`src/cpu_pkg.sv`:
```
package cpu_pkg;

	// byte address and memory line sizes
	localparam int ADDR_WIDTH = 32;
	localparam int LINE_WIDTH = 64;

	// number of lines held by the block RAM
	localparam int RAM_DEPTH = 256;

	// a line is 8 bytes, so the lowest 3 address bits pick a byte in the line
	localparam int LINE_OFFSET_WIDTH = 3;
	localparam int LINE_INDEX_WIDTH = $clog2(RAM_DEPTH);

	typedef logic [ADDR_WIDTH-1:0] cpu_addr_t;
	typedef logic [LINE_WIDTH-1:0] line_data_t;
	typedef logic [LINE_INDEX_WIDTH-1:0] line_index_t;

	// line index is the address bits just above the byte offset
	// higher address bits alias onto the same line
	function automatic line_index_t line_index(input cpu_addr_t addr);
		return addr[LINE_OFFSET_WIDTH +: LINE_INDEX_WIDTH];
	endfunction

endpackage
```
`src/mem_bus_pkg.sv`:
```
package mem_bus_pkg;

	// what a guard pipeline stage is carrying
	typedef enum logic [1:0]
	{
		REQ_NONE       = 2'd0,
		REQ_READ_INSTR = 2'd1,
		REQ_READ_DATA  = 2'd2,
		REQ_WRITE_DATA = 2'd3
	} req_type_t;

	// kind of access driven onto the memory bus
	typedef enum logic
	{
		MEM_ACC_READ  = 1'b0,
		MEM_ACC_WRITE = 1'b1
	} mem_acc_type_t;

	// read requester side, held until cmd_accepted pulses
	typedef struct packed
	{
		logic req;
		cpu_pkg::cpu_addr_t addr;
	} read_req_t;

	// write requester side, addr and data stay stable with req
	typedef struct packed
	{
		logic req;
		cpu_pkg::cpu_addr_t addr;
		cpu_pkg::line_data_t data;
	} write_req_t;

	// returned to a read requester
	// cmd_accepted and valid are one-cycle pulses
	typedef struct packed
	{
		logic valid;
		logic cmd_accepted;
		cpu_pkg::line_data_t data;
	} read_rsp_t;

	// returned to the write requester
	typedef struct packed
	{
		logic valid;
		logic cmd_accepted;
	} write_rsp_t;

	// guard to RAM, one access per cycle at most
	typedef struct packed
	{
		logic req;
		cpu_pkg::cpu_addr_t addr;
		cpu_pkg::line_data_t data;
		mem_acc_type_t acc_type;
	} mem_access_t;

endpackage

```
`src/mem_bus_guard.sv`:
```
`timescale 1ns/1ps

module mem_bus_guard
(
	input  logic                    clk,
	input  logic                    rst,
	input  mem_bus_pkg::read_req_t  req_read_instr,
	input  mem_bus_pkg::read_req_t  req_read_data,
	input  mem_bus_pkg::write_req_t req_write_data,
	input  cpu_pkg::line_data_t     mem_rdata,
	output mem_bus_pkg::read_rsp_t  rsp_read_instr,
	output mem_bus_pkg::read_rsp_t  rsp_read_data,
	output mem_bus_pkg::write_rsp_t rsp_write_data,
	output mem_bus_pkg::mem_access_t mem_access
);

	import cpu_pkg::*;
	import mem_bus_pkg::*;

	// request kind travelling down the pipeline
	req_type_t grant_type;
	req_type_t stage_0_to_1_type;
	req_type_t stage_1_to_2_type;

	// per-port eligibility for stage 0
	logic elig_read_instr;
	logic elig_read_data;
	logic elig_write_data;

	// cmd_accepted pulses, set by stage 0
	logic acc_read_instr;
	logic acc_read_data;
	logic acc_write_data;

	// valid pulses and returned lines, set by stage 2
	logic vld_read_instr;
	logic vld_read_data;
	logic vld_write_data;
	line_data_t data_read_instr;
	line_data_t data_read_data;

	// a port whose cmd_accepted is high this cycle sits out, so it can drop req
	assign elig_read_instr = req_read_instr.req && !acc_read_instr;
	assign elig_read_data  = req_read_data.req && !acc_read_data;
	assign elig_write_data = req_write_data.req && !acc_write_data;

	// fixed priority: instruction read, data read, data write
	always_comb
	begin
		if (elig_read_instr)
		begin
			grant_type = REQ_READ_INSTR;
		end
		else if (elig_read_data)
		begin
			grant_type = REQ_READ_DATA;
		end
		else if (elig_write_data)
		begin
			grant_type = REQ_WRITE_DATA;
		end
		else
		begin
			grant_type = REQ_NONE;
		end
	end

	// stage 0
	// accept the winner and drive the memory bus in the following cycle
	always_ff @(posedge clk)
	begin
		if (rst)
		begin
			acc_read_instr <= 1'b0;
			acc_read_data <= 1'b0;
			acc_write_data <= 1'b0;
			mem_access.req <= 1'b0;
			stage_0_to_1_type <= REQ_NONE;
		end
		else
		begin
			acc_read_instr <= (grant_type == REQ_READ_INSTR);
			acc_read_data <= (grant_type == REQ_READ_DATA);
			acc_write_data <= (grant_type == REQ_WRITE_DATA);
			mem_access.req <= (grant_type != REQ_NONE);
			stage_0_to_1_type <= grant_type;
		end

		// bus payload follows the winning port
		case (grant_type)
			REQ_READ_DATA:
			begin
				mem_access.addr <= req_read_data.addr;
				mem_access.acc_type <= MEM_ACC_READ;
			end
			REQ_WRITE_DATA:
			begin
				mem_access.addr <= req_write_data.addr;
				mem_access.data <= req_write_data.data;
				mem_access.acc_type <= MEM_ACC_WRITE;
			end
			default:
			begin
				mem_access.addr <= req_read_instr.addr;
				mem_access.acc_type <= MEM_ACC_READ;
			end
		endcase
	end

	// stage 1
	// nothing to do while the RAM samples the access and registers its line
	always_ff @(posedge clk)
	begin
		if (rst)
		begin
			stage_1_to_2_type <= REQ_NONE;
		end
		else
		begin
			stage_1_to_2_type <= stage_0_to_1_type;
		end
	end

	// stage 2
	// tell the requester its access is done, and hand back the line on reads
	always_ff @(posedge clk)
	begin
		if (rst)
		begin
			vld_read_instr <= 1'b0;
			vld_read_data <= 1'b0;
			vld_write_data <= 1'b0;
			data_read_instr <= '0;
			data_read_data <= '0;
		end
		else
		begin
			vld_read_instr <= (stage_1_to_2_type == REQ_READ_INSTR);
			vld_read_data <= (stage_1_to_2_type == REQ_READ_DATA);
			vld_write_data <= (stage_1_to_2_type == REQ_WRITE_DATA);

			if (stage_1_to_2_type == REQ_READ_INSTR)
			begin
				data_read_instr <= mem_rdata;
			end

			if (stage_1_to_2_type == REQ_READ_DATA)
			begin
				data_read_data <= mem_rdata;
			end
		end
	end

	assign rsp_read_instr.valid = vld_read_instr;
	assign rsp_read_instr.cmd_accepted = acc_read_instr;
	assign rsp_read_instr.data = data_read_instr;

	assign rsp_read_data.valid = vld_read_data;
	assign rsp_read_data.cmd_accepted = acc_read_data;
	assign rsp_read_data.data = data_read_data;

	assign rsp_write_data.valid = vld_write_data;
	assign rsp_write_data.cmd_accepted = acc_write_data;

endmodule

```
`config.mk`:
```
export PLATFORM = sky130hd
export DESIGN_NAME = mem_bus_guard
export DESIGN_NICKNAME = d
export VERILOG_FILES = /design/src/cpu_pkg.sv /design/src/mem_bus_pkg.sv /design/src/mem_bus_guard.sv
export SDC_FILE = /design/constraint.sdc
export NUM_CORES = 1
export LEC_CHECK = 0
export BUFFER_PORTS_ARGS = -buffer_cell sky130_fd_sc_hd__buf_2
export CAP_MARGIN = 20
export CELL_PAD_IN_SITES_DETAIL_PLACEMENT = 0
export CELL_PAD_IN_SITES_GLOBAL_PLACEMENT = 1
export CORE_AREA = 5 5 177 179
export DETAILED_ROUTE_END_ITERATION = 6
export DIE_AREA = 0 0 182 184
export PLACE_DENSITY_LB_ADDON = 0.1
export SYNTH_ARGS = -nofsm -noshare
export SYNTH_HDL_FRONTEND = slang
export SYNTH_SLANG_ARGS = --single-unit
```
`constraint.sdc`:
```
create_clock -name clk -period 1.95 [get_ports clk]
set_input_delay 0 -clock clk [delete_from_list [all_inputs] [get_ports clk]]
set_output_delay 0 -clock clk [all_outputs]
set_load 0.02 [all_outputs]
```
==> flow_summary_export.csv, run 1 <==
group,metric,value,unit
layout,layout-area-overhead-vs-synth,73.70,%
placement,gp_congestion,0.8762,
clocking,worst_setup_hold_path_clk_slew,0.06,ns
sta,slew_at_the_pin_closest_to_its_max_slew_limit,0.4063,ns
synth,synth_enable_flop_cells,64,
sta,final-setup-viol-count,0,
floorplanning,num_rows,63,
setup_path,reg2reg_slack,0.22,ns
grt,number_of_global_route_vias_before_repair,8353,
worst_hold_path,hold_class,"in2reg",
layout,layout.core_utilization,47.21,%
clocking,cts_repair_resize_count,0,
routing,detail_route.first_pass.iterations,5,
setup_path,critical_path_required,2.42,ns
synth,top_area_cells_in_the_synthesized_netlist,"sky130_fd_sc_hd__dfxtp_1 (43%), sky130_fd_sc_hd__edfxtp_1 (24%), sky130_fd_sc_hd__nand2_1 (12%)",
grt,grt_max_degree,81,
clocking,cts.sinks,236,
layout,stdcell_count,1858,
routing,postRouteWirelength,32730,um
clocking,ctsRootBufferMaster,"sky130_fd_sc_hd__clkbuf_16",
clocking,clk-insertion-delay-late,0.53,ns
clocking,cts_tree,"yes",
setup_path,crit_end_element,"register",
setup_path,cp_max_fo,14,
sta,worst_slew_margin_rel,72.91,%
layout,layout.nets,1678,
clocking,htree_levels,1,
clocking,cts.path.max_buffers,3,
sta,tns,0,ns
sta,grt_setup_unrepaired,"no",
floorplanning,design.core.area,29400,um2
clocking,cts_made_buffers,28,
synth,synth_nets,1001,
synth,synth.distinct_cells,21,
floorplanning,fp.dieH,184,um
floorplanning,chipWidth,182,um
placement,hpwl,23060,um
placement,port-buffer-count,460,
power_and_ir_drop,pwr_density_cell,867.3,nW/um2
placement,placed_cells_incl_taps,1578,
sta,report.final.hold_viol_count,0,
synth,yosysTopAreaCell,"sky130_fd_sc_hd__dfxtp_1",
sta,slew_viol_final,0,
grt,grt_pass1_wl,49000,um
grt,antenna_found_initial,2,
grt,track_usage,18.42,%
layout,final_cell_area,13880,um2
synth,yosysWarnings,0,
routing,route.antenna.remaining_nets,0,
sta,max_freq,578.6,MHz
run,max-cap-violations,0,
sta,clock-skew-final,0.009206,ns
sta,period_needed,1.728,ns
power_and_ir_drop,leakage,6.228,nW
routing,wl_per_cell,17.61,um
setup_path,setup.worst_path.start_class,"register",
routing,route.vias.total,8084,
floorplanning,floorplan.io_pins,461,
floorplanning,dieArea,33490,um2
synth,synth.yosys.seq_area_share,67.14,%
synth,synth.avg_cell_area,10.35,um2
setup_path,worst-endpoint-arrival,2.20,ns
grt,globalRouteOverflowTotal,0,
routing,drt_drc_violations_left,0,
routing,via_per_inst,4.351,
sta,timing.final.crit_share,88.63,%
outcome,run_status,"complete, no violations",
synth,synthCells,772,
synth,synth_async_sr_flop_share,0,%
layout,drive_gt1_share,35.90,%
synth,netlist_area,7991,um2
routing,detailedRoute.firstIterationViolations,271,
synth,synth.top_cell.area_share,43.09,%
synth,yosys_register_bits,236,
setup_path,timing_worst_setup_path_type,"reg2reg",
power_and_ir_drop,max-vdd-ir-drop,0.5816,mV
floorplanning,effective_utilization_at_floorplan,27.18,%
placement,dpl-instance-area,10710,um2
synth,postSynth.topFlopCell,"sky130_fd_sc_hd__dfxtp_1",
## kinds of logic (layout without fill, tap and decap cells)
group / after synthesis / in the layout / share of synthesized area (%)
DFF: 236 / 236 / 67.14
and+or+nand+nor: 310 / 310 / 16.36
other: 0 / 3 / 0
AOI/OAI and AO/OA: 163 / 163 / 12.28
buffers and inverters: 63 / 756 / 4.227
## cell usage in the layout, fill, tap and decap left out
cell,instances
sky130_fd_sc_hd__dfxtp_1,172
sky130_fd_sc_hd__nor2b_4,3
sky130_fd_sc_hd__a31oi_1,1
sky130_fd_sc_hd__bufinv_16,2
sky130_fd_sc_hd__and3_4,1
sky130_fd_sc_hd__nor2b_1,3
sky130_fd_sc_hd__clkinv_2,5
sky130_fd_sc_hd__buf_4,12
sky130_fd_sc_hd__nand2b_2,2
sky130_fd_sc_hd__diode_2,3
sky130_fd_sc_hd__nand2b_4,2
sky130_fd_sc_hd__a221o_1,32
sky130_fd_sc_hd__edfxtp_1,64
sky130_fd_sc_hd__dlygate4sd3_1,231
sky130_fd_sc_hd__clkinvlp_4,1
sky130_fd_sc_hd__buf_2,459
sky130_fd_sc_hd__a21oi_1,129
sky130_fd_sc_hd__clkbuf_16,29
sky130_fd_sc_hd__clkbuf_1,6
sky130_fd_sc_hd__buf_12,8
sky130_fd_sc_hd__and2b_4,1
sky130_fd_sc_hd__nand2_1,259
sky130_fd_sc_hd__o21ai_2,1
sky130_fd_sc_hd__nor2_1,6
sky130_fd_sc_hd__nand2b_1,1
sky130_fd_sc_hd__and3_1,32
sky130_fd_sc_hd__clkinv_1,3
## critical path, stage by stage (launching register included)
cell and delay, ns:
sky130_fd_sc_hd__dfxtp_1 0.46, sky130_fd_sc_hd__nor2b_4 0.23, sky130_fd_sc_hd__buf_4 0.24, sky130_fd_sc_hd__nand2_1 0.08, sky130_fd_sc_hd__a21oi_1 0.11, sky130_fd_sc_hd__dlygate4sd3_1 0.56
## cell type report
cell class                 count  area (um2)
clock buffer                  35       748.2
sequential                   236        5365
clock inverter                11       103.9
tap                          390       488.0
fill                        2852       15520
antenna                        3       7.507
timing repair buffer         710        4860
multi-input combinational    473        2308
## per-layer routing
layer | part of all wire [%] | vias to the layer above | global-route usage (%)
met5 | 0 | - | 0
met3 | 7.9 | 79 | 5.679
met4 | 3.5 | 0 | 6.485
met2 | 49 | 284 | 32.09
met1 | 40 | 3748 | 21.54
li1 | - | 3973 | -
## synthesized netlist by cell type (2+ instances only)
cell type,number
sky130_fd_sc_hd__clkbuf_1,22
sky130_fd_sc_hd__nor2b_1,5
sky130_fd_sc_hd__edfxtp_1,64
sky130_fd_sc_hd__nand2b_4,2
sky130_fd_sc_hd__and3_1,32
sky130_fd_sc_hd__buf_8,3
sky130_fd_sc_hd__a221o_1,32
sky130_fd_sc_hd__nand2b_1,3
sky130_fd_sc_hd__nand2_1,259
sky130_fd_sc_hd__buf_4,6
sky130_fd_sc_hd__a21oi_1,129
sky130_fd_sc_hd__dfxtp_1,172
sky130_fd_sc_hd__nor2_1,6
sky130_fd_sc_hd__buf_2,30
## timing repair
item	4_1_cts	5_1_grt
setup buffers	0	0
hold endpoints to repair	235	0
hold buffers	231	0
## registers in the layout, indices dropped and copies added (netlist names)
signal,count
mem_access,98
data_read_data,64
data_read_instr,64
stage_0_to_1_type,2
stage_1_to_2_type,2
acc_read_data,1
acc_read_instr,1
acc_write_data,1
vld_read_data,1
vld_read_instr,1
vld_write_data,1
## power by group
part	internal (mW)	total [mW]	switching, mW
sequential	5.29	5.38	0.0896
clock	2.94	4.90	1.96
combinational	0.823	1.76	0.934
## worst paths after layout
check,depth (start not counted),endpoint,startpoint
hold reg to reg,1,stage_1_to_2_type[1]$_SDFF_PP0_,stage_0_to_1_type[1]$_SDFF_PP0_
setup / recovery,5,data_read_data[60]$_SDFFE_PP0P_,stage_1_to_2_type[1]$_SDFF_PP0_
setup reg to reg,5,data_read_data[60]$_SDFFE_PP0P_,stage_1_to_2_type[1]$_SDFF_PP0_
hold / removal,2,mem_access[54]$_DFFE_PN_,req_write_data[53]
## stage by stage
| step | worst slack (ns) | hold WS, ns | power [mW] |
|---|---|---|---|
| finish | 0.2218 | 0.1832 | 12.04 |
| global route | 0.1051 | 0.1650 | 12.59 |
| CTS | 0.2201 | 0.1429 | 12.26 |
| detailed placement | 0.3763 | 0.1786 | 6.873 |
| global placement | 0.3905 | 0.1771 | 6.866 |
| floorplan | 0.5016 | 0.09887 | 6.188 |
(Power assumes the default switching activity.)
==> inputs of run 2 (changes only) <==
RECOVER_POWER = 50   (was not set)
==> run 2 against run 1 <==
Clock skew about the same. Worst setup slack better by 0.0059 ns. First-iteration DRC count increased by 19%. Critical path type unchanged.
==> flow_summary_export.csv, run 2 (synthesis results as in run 1) <==
group,metric,value,unit
layout,layout-area-overhead-vs-synth,70.39,%
floorplanning,effective_utilization_at_floorplan,27.18,%
clocking,clk-insertion-delay-late,0.53,ns
grt,number_of_global_route_vias_before_repair,8353,
grt,grt_pass1_wl,49000,um
grt,globalRouteOverflowTotal,0,
layout,layout.filler_cells,2935,
setup_path,timing_worst_setup_path_type,"reg2reg",
sta,period_needed,1.722,ns
setup_path,critical-path-max-stage-delay,0.56,ns
clocking,cts_tree,"yes",
setup_path,critical_path_required,2.42,ns
placement,gp_congestion,0.8762,
floorplanning,fp.dieH,184,um
clocking,worst_setup_hold_path_clk_slew,0.06,ns
floorplanning,num_rows,63,
grt,antenna_found_initial,2,
grt,grt_max_degree,81,
setup_path,setup.worst_path.start_class,"register",
setup_path,cp_slowest_cell,"sky130_fd_sc_hd__dlygate4sd3_1",
setup_path,cp_max_fo,14,
sta,tns,0,ns
floorplanning,dieArea,33490,um2
routing,detailedRoute.firstIterationViolations,322,
placement,hpwl,23060,um
power_and_ir_drop,max-vdd-ir-drop,0.5815,mV
sta,max_freq,580.6,MHz
floorplanning,design.core.area,29400,um2
floorplanning,floorplan.io_pins,461,
worst_hold_path,min_from,"req_write_data[53]",
routing,detail_route.first_pass.iterations,4,
clocking,post-cts-setup-buffers,0,
clocking,cts.sinks,236,
sta,clock-skew-final,0.009215,ns
grt,track_usage,18.42,%
power_and_ir_drop,pwr_density_cell,879.9,nW/um2
sta,slew_viol_final,0,
worst_hold_path,hold_path_depth,2,
clocking,ctsRootBufferMaster,"sky130_fd_sc_hd__clkbuf_16",
floorplanning,chipWidth,182,um
worst_hold_path,hold_class,"in2reg",
routing,postRouteWirelength,32730,um
routing,route.antenna.remaining_nets,0,
layout,final_common_cell,"sky130_fd_sc_hd__nand2_1",
layout,layout.core_utilization,46.31,%
layout,biggestRegsByFlops,"mem_access: 98 flops, data_read_data: 64 flops, data_read_instr: 64 flops",
sta,timing.final.crit_share,88.32,%
layout,stdcell_count,1858,
setup_path,crit_end_element,"register",
setup_path,worstReg2RegEnd,"data_read_data[60]$_SDFFE_PP0P_",
clocking,htree_levels,1,
sta,final-setup-viol-count,0,
sta,grt_setup_unrepaired,"no",
clocking,cts_made_buffers,28,
layout,max_flop_register,"mem_access",
placement,port-buffer-count,460,
layout,largest_register_ff_count,98,
layout,layout.nets,1678,
setup_path,timing.rr.start,"stage_1_to_2_type[1]$_SDFF_PP0_",
outcome,run_status,"complete, no violations",
sta,slew_at_the_pin_closest_to_its_max_slew_limit,0.8343,ns
power_and_ir_drop,leakage,5.456,nW
routing,wl_per_cell,17.62,um
layout,drive_gt1_share,21.77,%
worst_hold_path,hold_end,"mem_access[54]$_DFFE_PN_",
clocking,cts_repair_resize_count,0,
setup_path,rr_worst_depth,5,
clocking,cts.path.max_buffers,3,
sta,worst_slew_margin_rel,44.38,%
setup_path,worst-endpoint-arrival,2.19,ns
placement,placed_cells_incl_taps,1578,
setup_path,timing.critical_path.cells,"nor2b_4 > buf_4 > nand2_1 > a21oi_1 > dlygate4sd3_1",
sta,report.final.hold_viol_count,0,
run,max-cap-violations,0,
routing,route.vias.total,8096,
routing,drt_drc_violations_left,0,
layout,most-common-layout-cells,"sky130_fd_sc_hd__nand2_1 (259), sky130_fd_sc_hd__buf_2 (254), sky130_fd_sc_hd__dlygate4sd3_1 (231)",
sta,hold_slack,0.1819,ns
setup_path,reg2reg_slack,0.23,ns
routing,via_per_inst,4.357,
[run 2: changes by cell type in the layout (fill, tap and decap cells not counted)]
| cell | change |
|---|---|
| sky130_fd_sc_hd__buf_2 | -205 |
| sky130_fd_sc_hd__buf_4 | -2 |
| sky130_fd_sc_hd__clkbuf_1 | +207 |
[run 2: timing repair]
action,in CTS,in global routing
hold endpoints to repair,235,0
endpoints found under the setup margin,0,0
hold buffers,231,0
[run 2: power by group]
group	switching [mW]	internal, mW
clock network	1.96	2.94
registers	0.0954	5.29
logic	0.932	0.763
[run 2: worst max-delay path, delay by kind of cell, from the launching register on]
family          cells  cell delay, ns
flops               1            0.45
simple gates        2            0.31
compound gates      1            0.11
buf+inv             2            0.80
[run 2: worst max-delay path by stage]
stage,from,to,slack [ns],depth (start not counted)
4_1_cts,stage_1_to_2_type[1]$_SDFF_PP0_,data_read_data[60]$_SDFFE_PP0P_,0.22,5
3_3_place_gp,acc_read_data$_SDFF_PP0_,mem_access[80]$_DFF_P_,0.39,4
5_1_grt,stage_1_to_2_type[1]$_SDFF_PP0_,data_read_data[60]$_SDFFE_PP0P_,0.10,5
6_report,stage_1_to_2_type[1]$_SDFF_PP0_,data_read_data[60]$_SDFFE_PP0P_,0.23,5
2_1_floorplan,acc_write_data$_SDFF_PP0_,mem_access[10]$_DFFE_PN_,0.50,4
3_5_place_dp,acc_read_data$_SDFF_PP0_,mem_access[83]$_DFF_P_,0.38,4
[run 2: area by class of cell]
| class | instances | area (um2) | share of cell area, % |
|---|---|---|---|
| sequential | 236 | 5365 | 39.40 |
| clock buffer | 35 | 748.2 | 5.495 |
| antenna | 3 | 7.507 | 0.05513 |
| tap | 390 | 488.0 | 3.584 |
| clock inverter | 11 | 103.9 | 0.7627 |
| timing repair buffer | 710 | 4596 | 33.75 |
| multi-input combinational | 473 | 2308 | 16.95 |
[run 2: per-stage QoR]
step,setup slack [ns],power [mW],instance area (um2)
final,0.2277,11.98,13620
after global routing,0.1035,12.54,13610
after CTS,0.2201,12.26,13870
after detailed placement,0.3763,6.873,10710
after global placement,0.3905,6.866,10710
after floorplan,0.5016,6.188,7991
[run 2: layer usage]
metal | wire, um | share of wire (%) | global-route usage, % | up-vias
li1 | - | - | - | 3976
met1 | 12840 | 39 | 21.54 | 3741
met2 | 16020 | 49 | 32.09 | 304
met3 | 2733 | 8.4 | 5.679 | 75
met4 | 1137 | 3.5 | 6.485 | 0
met5 | 0 | 0 | 0 | -
